===== src/design/fx3_stream_pkg.sv =====
package fx3_stream_pkg;

    // width of the fx3 data bus and the downstream fifo word
    localparam int FX3_DATA_W = 16;

    // words per stream-out burst
    localparam int BURST_WORDS = 4096;
    // socket select to first read
    localparam int LEAD_IN_CYCLES = 6;
    // idle time after a burst
    localparam int GAP_CYCLES = 10;
    // shared counter, wide enough for a full burst
    localparam int CNT_W = 13;

    // fx3 socket addresses on A1..A0
    localparam logic [1:0] STREAM_OUT_ADDR = 2'd3;
    localparam logic [1:0] IDLE_ADDR = 2'd2;

    // led status codes
    localparam logic [7:0] LED_IDLE = 8'd0;
    localparam logic [7:0] LED_LEAD_IN = 8'd2;
    localparam logic [7:0] LED_STREAM = 8'd3;
    localparam logic [7:0] LED_GAP = 8'd4;
    localparam logic [7:0] LED_FAULT = 8'd15;

    // fx3 slave fifo flags
    typedef struct packed {
        logic a;
        logic b;
        // c is data ready on the stream-out socket
        logic c;
        logic d;
    } fx3_flags_t;

    // fx3 control pins, all strobes active low
    typedef struct packed {
        logic       slcs_n;
        logic       slwr_n;
        logic       slrd_n;
        logic       sloe_n;
        logic       pktend_n;
        logic [1:0] addr;
    } fx3_ctrl_t;

    // commands from decode to the sequencer
    typedef struct packed {
        logic start;
        logic stall;
    } stream_cmd_t;

    // master mode states
    typedef enum logic [2:0] {
        seq_idle    = 3'd0,
        seq_lead_in = 3'd1,
        seq_stream  = 3'd2,
        seq_gap     = 3'd3,
        seq_fault   = 3'd4
    } seq_state_e;

endpackage

===== src/design/fx3_stream_top.sv =====
`timescale 1ns/1ps

module fx3_stream_top (
    input  logic                                  usb_clk,
    input  logic                                  rst,
    input  fx3_stream_pkg::fx3_flags_t            fx3_flags_i,
    input  logic [fx3_stream_pkg::FX3_DATA_W-1:0] fx3_data_i,
    input  logic                                  fifo_empty_i,
    input  logic                                  fifo_full_i,
    output fx3_stream_pkg::fx3_ctrl_t             fx3_ctrl_o,
    output logic                                  fifo_winc_o,
    output logic [fx3_stream_pkg::FX3_DATA_W-1:0] fifo_wdata_o,
    output logic [7:0]                            led_o
);

    import fx3_stream_pkg::*;

    // decode to sequencer
    stream_cmd_t           cmd;
    // decode to driver
    fx3_flags_t            flags;
    logic [FX3_DATA_W-1:0] data;
    // sequencer to driver
    seq_state_e            state;
    logic                  rd_en;

    // pins in, registered flags, word and commands out
    fx3_capture_decode u_decode (
        .usb_clk      (usb_clk),
        .rst          (rst),
        .fx3_flags_i  (fx3_flags_i),
        .fx3_data_i   (fx3_data_i),
        .fifo_empty_i (fifo_empty_i),
        .fifo_full_i  (fifo_full_i),
        .cmd_o        (cmd),
        .flags_o      (flags),
        .data_o       (data)
    );

    // master mode fsm
    stream_out_sequencer u_seq (
        .usb_clk (usb_clk),
        .rst     (rst),
        .cmd_i   (cmd),
        .state_o (state),
        .rd_en_o (rd_en)
    );

    // registered strobes toward fx3, fifo and leds
    fx3_strobe_driver u_drive (
        .usb_clk      (usb_clk),
        .rst          (rst),
        .state_i      (state),
        .rd_en_i      (rd_en),
        .flags_i      (flags),
        .data_i       (data),
        .fx3_ctrl_o   (fx3_ctrl_o),
        .fifo_winc_o  (fifo_winc_o),
        .fifo_wdata_o (fifo_wdata_o),
        .led_o        (led_o)
    );

endmodule


===== src/design/fx3_strobe_driver.sv =====
`timescale 1ns/1ps

module fx3_strobe_driver (
    input  logic                                  usb_clk,
    input  logic                                  rst,
    input  fx3_stream_pkg::seq_state_e            state_i,
    input  logic                                  rd_en_i,
    input  fx3_stream_pkg::fx3_flags_t            flags_i,
    input  logic [fx3_stream_pkg::FX3_DATA_W-1:0] data_i,
    output fx3_stream_pkg::fx3_ctrl_t             fx3_ctrl_o,
    output logic                                  fifo_winc_o,
    output logic [fx3_stream_pkg::FX3_DATA_W-1:0] fifo_wdata_o,
    output logic [7:0]                            led_o
);

    import fx3_stream_pkg::*;

    fx3_ctrl_t  ctrl_d;
    logic [7:0] led_d;
    logic       selected;

    // chip select and stream-out socket only during lead-in and stream
    // gap and fault release the fx3
    assign selected = (state_i == seq_lead_in) || (state_i == seq_stream);

    always_comb begin
        ctrl_d.slcs_n = !selected;
        ctrl_d.addr = selected ? STREAM_OUT_ADDR : IDLE_ADDR;
        ctrl_d.slrd_n = !rd_en_i;
        ctrl_d.sloe_n = !rd_en_i;
        // no write path, both held inactive
        ctrl_d.slwr_n = 1'b1;
        ctrl_d.pktend_n = 1'b1;
    end

    // led code per state
    always_comb begin
        case (state_i)
            seq_idle: begin
                led_d = LED_IDLE;
                // show what the fx3 is reporting while waiting
                led_d[6] = flags_i.c;
                led_d[7] = flags_i.d;
            end
            seq_lead_in: led_d = LED_LEAD_IN;
            seq_stream:  led_d = LED_STREAM;
            seq_gap:     led_d = LED_GAP;
            default:     led_d = LED_FAULT;
        endcase
    end

    // pin side registers
    always_ff @(posedge usb_clk or negedge rst) begin
        if (!rst) begin
            fx3_ctrl_o <= '{slcs_n: 1'b1, slwr_n: 1'b1, slrd_n: 1'b1, sloe_n: 1'b1,
                            pktend_n: 1'b1, addr: IDLE_ADDR};
            fifo_winc_o <= 1'b0;
            led_o <= LED_IDLE;
        end else begin
            fx3_ctrl_o <= ctrl_d;
            fifo_winc_o <= rd_en_i;
            led_o <= led_d;
        end
    end

    // word lines up with fifo_winc_o
    always_ff @(posedge usb_clk) begin
        fifo_wdata_o <= data_i;
    end

endmodule


===== src/design/stream_out_sequencer.sv =====
`timescale 1ns/1ps

module stream_out_sequencer (
    input  logic                        usb_clk,
    input  logic                        rst,
    input  fx3_stream_pkg::stream_cmd_t cmd_i,
    output fx3_stream_pkg::seq_state_e  state_o,
    output logic                        rd_en_o
);

    import fx3_stream_pkg::*;

    // reload values for the shared down counter
    localparam logic [CNT_W-1:0] LEAD_IN_LOAD = CNT_W'(LEAD_IN_CYCLES - 1);
    localparam logic [CNT_W-1:0] BURST_LOAD = CNT_W'(BURST_WORDS - 1);
    localparam logic [CNT_W-1:0] GAP_LOAD = CNT_W'(GAP_CYCLES - 1);

    seq_state_e       state_q;
    seq_state_e       state_d;
    logic [CNT_W-1:0] cnt_q;
    logic [CNT_W-1:0] cnt_d;
    logic             cnt_done;

    // last cycle of the current timed phase
    assign cnt_done = (cnt_q == '0);

    always_comb begin
        state_d = state_q;
        cnt_d = cnt_q;
        case (state_q)
            seq_idle: begin
                // start only counts while idle
                if (cmd_i.start) begin
                    state_d = seq_lead_in;
                    cnt_d = LEAD_IN_LOAD;
                end
            end
            seq_lead_in: begin
                // socket selected, waiting before the first read
                if (cnt_done) begin
                    state_d = seq_stream;
                    cnt_d = BURST_LOAD;
                end else begin
                    cnt_d = cnt_q - 1'b1;
                end
            end
            seq_stream: begin
                // full fifo wins over the word count
                if (cmd_i.stall) begin
                    state_d = seq_fault;
                end else if (cnt_done) begin
                    state_d = seq_gap;
                    cnt_d = GAP_LOAD;
                end else begin
                    cnt_d = cnt_q - 1'b1;
                end
            end
            seq_gap: begin
                if (cnt_done) begin
                    state_d = seq_idle;
                end else begin
                    cnt_d = cnt_q - 1'b1;
                end
            end
            seq_fault: begin
                // latched, only rst gets out of here
                state_d = seq_fault;
            end
            default: begin
                state_d = seq_idle;
            end
        endcase
    end

    always_ff @(posedge usb_clk or negedge rst) begin
        if (!rst) begin
            state_q <= seq_idle;
            cnt_q <= '0;
        end else begin
            state_q <= state_d;
            cnt_q <= cnt_d;
        end
    end

    assign state_o = state_q;
    // reads run for the whole stream state
    assign rd_en_o = (state_q == seq_stream);

endmodule


===== src/design/fx3_capture_decode.sv =====
`timescale 1ns/1ps

module fx3_capture_decode (
    input  logic                                  usb_clk,
    input  logic                                  rst,
    input  fx3_stream_pkg::fx3_flags_t            fx3_flags_i,
    input  logic [fx3_stream_pkg::FX3_DATA_W-1:0] fx3_data_i,
    input  logic                                  fifo_empty_i,
    input  logic                                  fifo_full_i,
    output fx3_stream_pkg::stream_cmd_t           cmd_o,
    output fx3_stream_pkg::fx3_flags_t            flags_o,
    output logic [fx3_stream_pkg::FX3_DATA_W-1:0] data_o
);

    // flags come straight off the fx3 pins
    // one flop stage before anything downstream looks at them
    always_ff @(posedge usb_clk or negedge rst) begin
        if (!rst) begin
            flags_o <= '0;
        end else begin
            flags_o <= fx3_flags_i;
        end
    end

    // command register, one cycle from pin to command
    // start needs an empty line fifo and data waiting on flagc
    // stall is simply the downstream full flag
    always_ff @(posedge usb_clk or negedge rst) begin
        if (!rst) begin
            cmd_o <= '0;
        end else begin
            cmd_o.start <= fifo_empty_i && fx3_flags_i.c;
            cmd_o.stall <= fifo_full_i;
        end
    end

    // bus word capture
    // sampled every cycle, only used while the read strobe is active
    always_ff @(posedge usb_clk) begin
        data_o <= fx3_data_i;
    end

endmodule


===== config.mk =====
export PLATFORM = sky130hd
export DESIGN_NAME = fx3_stream_top
export DESIGN_NICKNAME = d
export VERILOG_FILES = /design/src/design/fx3_stream_pkg.sv /design/src/design/fx3_stream_top.sv /design/src/design/fx3_strobe_driver.sv /design/src/design/stream_out_sequencer.sv /design/src/design/fx3_capture_decode.sv
export SDC_FILE = /design/constraint.sdc
export NUM_CORES = 1
export LEC_CHECK = 0
export BUFFER_PORTS_ARGS = -buffer_cell sky130_fd_sc_hd__buf_4
export CAP_MARGIN = 20
export CORE_ASPECT_RATIO = 0.9
export CORE_MARGIN = 2
export CORE_UTILIZATION = 30
export DETAILED_ROUTE_END_ITERATION = 10
export HOLD_SLACK_MARGIN = 0.08
export PLACE_DENSITY_LB_ADDON = 0.25
export SYNTH_ARGS = -nofsm -noshare
export SYNTH_HDL_FRONTEND = slang
export SYNTH_HIERARCHICAL = 1
export SYNTH_SLANG_ARGS = --single-unit

===== constraint.sdc =====
create_clock -name usb_clk -period 2.6 [get_ports usb_clk]
set_clock_uncertainty 0.15 [all_clocks]
set_input_delay 0.39 -clock usb_clk [delete_from_list [all_inputs] [get_ports usb_clk]]
set_output_delay 0.39 -clock usb_clk [all_outputs]
set_load 0.01 [all_outputs]

Word level (Yosys, flattened, before mapping)

Index checks and enable logic that the tools add are counted.

Register bits after elaboration: 65
Input bits: 24
Output and inout port bits: 32
Word-level logic and storage cells: 47

$add $sub $neg: 1
Equal/unequal tests: 10
Multiplexer cells: 14
Reductions and logical operators: 9

Operators with widths:

| cell                                                | count |
|---|---|
| two-way mux 13 bit                                  | 5 |
| case mux 13 bit (4 select lines)                    | 1 |
| case mux 8 bit (4 select lines)                     | 1 |
| two-way mux 3 bit                                   | 5 |
| case mux 3 bit (5 select lines)                     | 1 |
| logical NOT 13 bit                                  | 1 |
| subtractor 13 x 1 -> 13 bit, second input constant  | 1 |
| != test 2 bit, second input constant                | 5 |
| AND reduction 4 bit                                 | 2 |
| equality test 3 x 2 -> 1 bit, second input constant | 2 |
| nonzero test 4 bit                                  | 1 |
| equality test 3 x 1 -> 1 bit, second input constant | 1 |
| equality test 3 bit, second input constant          | 1 |
| logical NOT 3 bit                                   | 1 |
| != test 3 bit, second input constant                | 1 |
| logical NOT 1 bit                                   | 2 |
| logical AND 1 bit                                   | 1 |
| logical OR 1 bit                                    | 1 |
| two-way mux 1 bit                                   | 1 |

Logic depth before layout (Yosys ltp)

Gate-level depths: netlist of run 1.

Word-level depth: 4
Mapped depth: 9
Gate-level depth less buffers: 7

Cells and area by module

The synthesis of run 1 kept the hierarchy.

Modules (own cells, without submodules):

| module               | instances | cells each | area each (um^2) | seq. area each (um^2) |
|---|---|---|---|---|
| stream_out_sequencer | 1         | 117        | 1112.3           | 400.4 |
| fx3_strobe_driver    | 1         | 46         | 696.9            | 573.0 |
| fx3_capture_decode   | 1         | 23         | 476.7            | 470.5 |

Worst setup path before layout of run 1

No wires, ideal clock.

Path kind: register to register
Start: register u_seq.cnt_q[0]
End: register u_seq.cnt_q[3]
Library setup time: 121 ps
Arrival: 1857 ps
Data required time: 2329 ps
Slack: 472 ps
Stages on the path, launching flop included: 9
Path buffers: 2
Period minus slack after synthesis: 2128 ps
Path through: dfrtp_1 inv_1 ha_1 nor4b_2 and3_1 buf_6 a221o_4 buf_2 o22a_1

Cells in the longest elaborated chain, start to end: 4
Elaborated cells on any way between the ends: 9
Those cells by class: 1 x add/sub; 1 x eq/ne; 5 x mux; 2 x reduce/logical

RTL lines:

| item                                                                     | RTL line                   | text |
|---|---|---|
| start: declaration                                                       | stream_out_sequencer.sv:20 | `logic [CNT_W-1:0] cnt_q;` |
| start signal: assignment                                                 | stream_out_sequencer.sv:81 | `cnt_q <= cnt_d;` |
| subtractor 13 x 1 -> 13 bit / logical NOT 13 bit (equally long branches) | -                          |  |
| two-way mux 13 bit                                                       | stream_out_sequencer.sv:51 | `end else if (cnt_done) begin` |
| two-way mux 13 bit                                                       | stream_out_sequencer.sv:49 | `if (cmd_i.stall) begin` |
| case mux 13 bit (4 select lines)                                         | stream_out_sequencer.sv:30 | `case (state_q)` |

Several ways; a longest one is shown, not always the timed one. The select of a mux whose other input is x is not followed.
A chain may end at the register's enable or synchronous reset.

Worst setup path in the final report of run 1

Start: register u_seq.cnt_q[0]
End: register u_seq.cnt_q[12]

Same word-level chain as after synthesis.

==> metrics.md, run 1 <==
| Metric | Value |
|---|---|
| GRT Max-Usage Layer | `met2` |
| Drt wl/cell | `11.2 µm` |
| Die area | `8160 µm²` |
| Maxcap violations | `0` |
| Worst Slack Setup Final | `373 ps` |
| Maximum vdd drop | `0.000535 V` |
| Fin crit share | `85.7%` |
| Vias/cell | `4.45` |
| Sink Count | `62` |
| Hold_sp | `fifo_empty_i` |
| Grt met1 use | `13.2%` |
| Dpl ws | `407 ps` |
| Drt first pass iters | `4` |
| Synthesized area per cell | `12.2 µm²` |
| Post-Syn Instances | `184` |
| Pwr Total | `3.31 mW` |
| Worst reg2reg startpoint | `u_seq/cnt_q[0]` |
| Slew @ Worst Pin | `515 ps` |
| PortBufs | `48` |
| RSZ-0062 raised after global routing | `no` |
| Final Hold Fails | `0` |
| Minimum clock period | `2230 ps` |
| Pleak | `1.36 nW` |
| Post-Route WL | `3950 µm` |
| Reg2Reg Depth | `6` |
| Hold Crit Class | `primary input to flip-flop` |
| Reg-to-reg endpoint | `u_seq/cnt_q[12]` |
| Share of layout cells above drive strength 1 | `33.2%` |
| Hold Crit Endpoint | `u_decode/cmd_o[1]` |
| Core ar. | `7150 µm²` |
| Final #Nets | `280` |
| YS warnings | `6` |
| Setup CP Type | `flip-flop to flip-flop` |
| Most common cell after layout, fill and taps aside | `buf_4` |
| Hold depth | `2` |
| Worst EP arrival | `2340 ps` |
| Initial Util | `31.3%` |
| Crit path capture type | `flip-flop` |
| Startpoint types | `flip-flop` |
| Pwr per Cell Area | `1090 nW/µm²` |
| All-Layer GR Usage | `11.3%` |
| Max Buffers Root-to-Sink | `2` |
| Status | `finished clean` |
| Area Growth Syn to Fin | `35.7%` |
| Final instance area | `3030 µm²` |
| Max frequency | `449 MHz` |
| Global route overflow | `0` |
| Gpl congestion | `0.713` |
| Drt first-iter violations | `49` |
| Cts bufs inserted | `9` |
| Clock latency on the worst-skew pair | `330 ps` |
| Met2 Resource Use GR | `17.1%` |
| Register-to-register setup slack | `370 ps` |
| Vias in the first global route | `1452` |
| Detail Route Antenna Nets | `0` |
| Commonest non-fill, non-tap cells in the layout | `52 x buf_4, 32 x dfxtp_1, 28 x dfrtp_1` |
| Met3 Track Usage GR | `4.83%` |
| Fin util | `42.4%` |
| Ant diodes | `0` |
| CTS root buffer | `clkbuf_8` |
| Die width | `95 µm` |
| TritonCTS clock tree | `done` |
| Reg clk slew, reported paths | `70 ps` |
| Final setup violation count | `0` |
| Antenna violations before repair | `0` |
| DIE HEIGHT | `85.9 µm` |
| DPL Wire Length | `2490 µm` |
| Via Count | `1565` |
| DP Area | `2640 µm²` |
| Fin Setup TNS | `0 ps` |
| Largest net degree at the start of global routing | `31` |
| # rows | `29` |
| Boundary pin count | `56` |
| Drt drc | `0` |
| Pins Over Slew Limit | `0` |
| Worst path required time | `2710 ps` |
| Max FO, Critical Path | `4` |
| Post-synthesis cell area | `2240 µm²` |
| First-pass GRT wire length | `6840 µm` |
| H-tree depth | `3` |
| Rel. slew slack | `65.6%` |
layout make-up:
| cell class | count | area [µm²] |
|---|---|---|
| fill | 672 | 4110 |
| clock buffer | 11 | 141 |
| inverter | 6 | 22.5 |
| clock inverter | 5 | 56.3 |
| sequential | 62 | 1390 |
| tap | 93 | 116 |
| multi-input combinational | 103 | 713 |
| timing repair buffer | 72 | 591 |
power by group:
part	switching, mW	internal [mW]
Sequential	0.198	1.16
Clock	0.369	0.470
Combinational	0.554	0.560
registers in the layout, indices dropped and copies added (netlist names):
register              cells
u_drive/led_o             6
u_decode/data_o          16
u_seq/state_o             3
u_decode/flags_o          2
u_seq/cnt_q              13
u_drive/fifo_wdata_o     16
u_drive/fx3_ctrl_o        3
u_decode/cmd_o            2
u_drive/fifo_winc_o       1
worst max-delay path: stages (launching register included):
cell and delay, ps:
dfrtp_1 410, inv_1 90, ha_1 210, nor3b_1 390, nand3_1 160, or4b_2 620
o21ai_1 130
what timing repair did:
action,CTS,global route
hold buffers,20,0
gates resized for setup,0,0
buffers inserted,0,0
endpoints found under the setup margin,0,0
endpoints found under the hold margin,47,0
worst max-delay path by stage:
stage | startpoint | to | cells past startpoint
2_1_floorplan | u_seq/cnt_q[0] | u_seq/cnt_q[3] | 8
3_3_place_gp | u_seq/cnt_q[0] | u_seq/cnt_q[12] | 6
3_5_place_dp | u_seq/cnt_q[0] | u_seq/cnt_q[1] | 7
4_1_cts | u_seq/cnt_q[0] | u_seq/cnt_q[1] | 7
5_1_grt | u_seq/cnt_q[0] | u_seq/cnt_q[8] | 7
6_report | u_seq/cnt_q[0] | u_seq/cnt_q[12] | 6
through the flow:
step                hold slack [ps]  std cells
finish                          128        352
global route                    118        352
CTS                             114        352
detailed placement              162        316
global placement                160        316
floorplan                     -55.6        187
metal layers:
metal | vias up | part of all wire, %
li1 | 782 | -
met1 | 733 | 44
met2 | 42 | 47
met3 | 8 | 5.7
met4 | 0 | 2.8
met5 | - | 0
Note: power is estimated with default switching activity, not from simulation.
==> run 2, diff against run 1 <==
--- a/config.mk
+++ b/config.mk
@@ -8,11 +8,12 @@
 export BUFFER_PORTS_ARGS = -buffer_cell sky130_fd_sc_hd__buf_4
 export CAP_MARGIN = 20
 export CORE_ASPECT_RATIO = 0.9
-export CORE_MARGIN = 2
+export CORE_MARGIN = 10
 export CORE_UTILIZATION = 30
 export DETAILED_ROUTE_END_ITERATION = 10
 export HOLD_SLACK_MARGIN = 0.08
 export PLACE_DENSITY_LB_ADDON = 0.25
+export SKIP_LAST_GASP = 1
 export SYNTH_ARGS = -nofsm -noshare
 export SYNTH_HDL_FRONTEND = slang
 export SYNTH_HIERARCHICAL = 1
==> metrics.md, run 2 (same netlist as run 1, synthesis figures left out) <==
| Metric | Value |
|---|---|
| Most common cell after layout, fill and taps aside | `buf_4 (unchanged)` |
| Share of layout cells above drive strength 1 | `32.7% (was 33.2%)` |
| Startpoint types | `flip-flop (unchanged)` |
| RSZ-0062 raised after global routing | `no (unchanged)` |
| H-tree depth | `3 (unchanged)` |
| DPL Wire Length | `2970 µm (was 2490 µm)` |
| Die area | `11300 µm² (was 8160 µm²)` |
| Vias/cell | `4.46 (was 4.45)` |
| Die width | `111 µm (was 95 µm)` |
| Vias in the first global route | `1620 (was 1452)` |
| Post-Route WL | `4390 µm (was 3950 µm)` |
| Detail Route Antenna Nets | `0 (unchanged)` |
| Final Hold Fails | `0 (unchanged)` |
| Commonest non-fill, non-tap cells in the layout | `51 x buf_4, 32 x dfxtp_1, 28 x dfrtp_1 (was 52 x buf_4, 32 x dfxtp_1, 28 x dfrtp_1)` |
| Fin Setup TNS | `0 ps (unchanged)` |
| All-Layer GR Usage | `8.34% (was 11.3%)` |
| TritonCTS clock tree | `done (unchanged)` |
| CTS root buffer | `clkbuf_8 (unchanged)` |
| Drt first-iter violations | `28 (was 49)` |
| Comb power frac | `33.1% (was 33.7%)` |
| Slowest CP cell | `a221o_4 (was or4b_2)` |
| Sw Ratio | `33.2% (was 33.9%)` |
| Crit path capture type | `flip-flop (unchanged)` |
| PostCTS Resize Cnt | `0 (unchanged)` |
| Sw power | `1.11 mW (was 1.12 mW)` |
| Hold Crit Class | `primary input to flip-flop (unchanged)` |
| Ant diodes | `0 (unchanged)` |
| Minimum clock period | `2310 ps (was 2230 ps)` |
| Global route overflow | `0 (unchanged)` |
| Fin crit share | `88.8% (was 85.7%)` |
| Worst path required time | `2670 ps (was 2710 ps)` |
| Pins Over Slew Limit | `0 (unchanged)` |
| Via Count | `1560 (was 1565)` |
| Maxcap violations | `0 (unchanged)` |
| Hold slack | `141 ps (was 128 ps)` |
| Drt first pass iters | `4 (unchanged)` |
| Gpl congestion | `0.712 (was 0.713)` |
| Clock latency on the worst-skew pair | `340 ps (was 330 ps)` |
| Drt wl/cell | `12.6 µm (was 11.2 µm)` |
| Biggest regs | `u_decode/data_o (16), u_drive/fifo_wdata_o (16), u_seq/cnt_q (13) (unchanged)` |
| CP bufs+invs | `1 (unchanged)` |
| Ordered cell list for the critical path | `inv_1 -> ha_1 -> nor4b_2 -> and3_1 -> a221o_4 -> a21oi_1 -> o22a_2 (was inv_1 -> ha_1 -> nor3b_1 -> nand3_1 -> or4b_2 -> o21ai_1)` |
| Cts bufs inserted | `9 (unchanged)` |
| Setup CP Type | `flip-flop to flip-flop (unchanged)` |
| Clock Power Share | `25.8% (was 25.4%)` |
| Final #Nets | `279 (was 280)` |
| Largest net degree at the start of global routing | `31 (unchanged)` |
| Rel. slew slack | `65.2% (was 65.6%)` |
| Max frequency | `433 MHz (was 449 MHz)` |
| Area Growth Syn to Fin | `36.0% (was 35.7%)` |
| Worst Slack Setup Final | `291 ps (was 373 ps)` |
| Post-Place Cells | `315 (was 316)` |
| Final setup violation count | `0 (unchanged)` |
| DP Area | `2630 µm² (was 2640 µm²)` |
| Crit path max-delay family | `compound AO/OA/AOI/OAI gates (was simple AND/OR/NAND/NOR gates)` |
| Boundary pin count | `56 (unchanged)` |
| PortBufs | `48 (unchanged)` |
| Max Buffers Root-to-Sink | `2 (unchanged)` |
| Sink Count | `62 (unchanged)` |
| First-pass GRT wire length | `7630 µm (was 6840 µm)` |
| Pleak | `1.36 nW (about the same)` |
| Status | `finished clean (unchanged)` |
| DIE HEIGHT | `102 µm (was 85.9 µm)` |
| Drt drc | `0 (unchanged)` |
| Final instance area | `3040 µm² (was 3030 µm²)` |
| Max FO, Critical Path | `25 (was 4)` |
| Max incr delay on CP | `410 ps (was 620 ps)` |
| Final non-filler cell total | `350 (was 352)` |
| Core ar. | `7150 µm² (unchanged)` |
| Reg clk slew, reported paths | `60 ps (was 70 ps)` |
| Initial Util | `31.3% (unchanged)` |
| Maximum vdd drop | `0.000419 V (was 0.000535 V)` |
| Dpl ws | `310 ps (was 407 ps)` |
| Worst EP arrival | `2380 ps (was 2340 ps)` |
| Sequential share of power | `41.1% (was 40.9%)` |
| Antenna violations before repair | `0 (unchanged)` |
| Internal power | `2.22 mW (was 2.19 mW)` |
| # rows | `29 (unchanged)` |
| Pwr per Cell Area | `1090 nW/µm² (about the same)` |
| Slew @ Worst Pin | `523 ps (was 515 ps)` |
==> run 2: changes by cell type in the layout (fill, tap and decap cells not counted) <==
cell	delta
clkbuf_16	+2
buf_4	-1
bufinv_16	-1
clkbuf_8	+1
clkinv_2	-1
clkinv_4	-1
inv_4	-1
==> run 2: per-layer routing <==
layer  vias to the layer above  part of all wire, %  GRT usage (%)  wire, µm
met5                         -                    0              0         0
met4                         0                  2.8           5.70       123
met3                        10                  7.2           4.16       316
met2                        40                   47           12.8      2070
met1                       729                   43           9.03      1880
li1                        781                    -              -         -
==> run 2: power groups by stage <==
stage                     Clock (mW)  Sequential [mW]  Combinational (mW)
after global placement             0             1.38                1.08
after CTS                      0.904             1.37                1.12
final                          0.858             1.37                1.10
after detailed placement           0             1.39                1.09
after floorplan                    0             1.34               0.843
after global routing           0.945             1.40                1.23
==> run 2: worst paths after layout <==
path / startpoint / to / slack [ps] / cells past startpoint
min in group asynchronous: rst / u_seq/cnt_q[11] / 360 / 2
min: fifo_empty_i / u_decode/cmd_o[1] / 140 / 2
max: u_seq/cnt_q[0] / u_seq/cnt_q[7] / 290 / 7
max reg2reg: u_seq/cnt_q[0] / u_seq/cnt_q[7] / 290 / 7
max in group asynchronous: rst / u_drive/fx3_ctrl_o[3] / 1620 / 2
min reg2reg: u_decode/data_o[4] / u_drive/fifo_wdata_o[4] / 180 / 0
==> run 2: what timing repair did <==
| action | 4_1_cts | 5_1_grt |
|---|---|---|
| buffers inserted | 0 | 0 |
| hold endpoints to repair | 47 | 0 |
| hold buffers | 20 | 0 |
==> run 2: area by class of cell <==
cell class,count,area [µm²]
fill,663,4110
tap,93,116
multi-input combinational,103,713
clock inverter,1,6.26
sequential,62,1390
timing repair buffer,71,583
clock buffer,14,205
inverter,6,22.5
==> run 2: through the flow <==
step | power (mW) | util, %
2_1_floorplan | 2.19 | -
3_3_place_gp | 2.46 | 36.8
3_5_place_dp | 2.48 | 36.8
4_1_cts | 3.39 | 42.5
5_1_grt | 3.58 | 42.5
6_report | 3.33 | 42.5
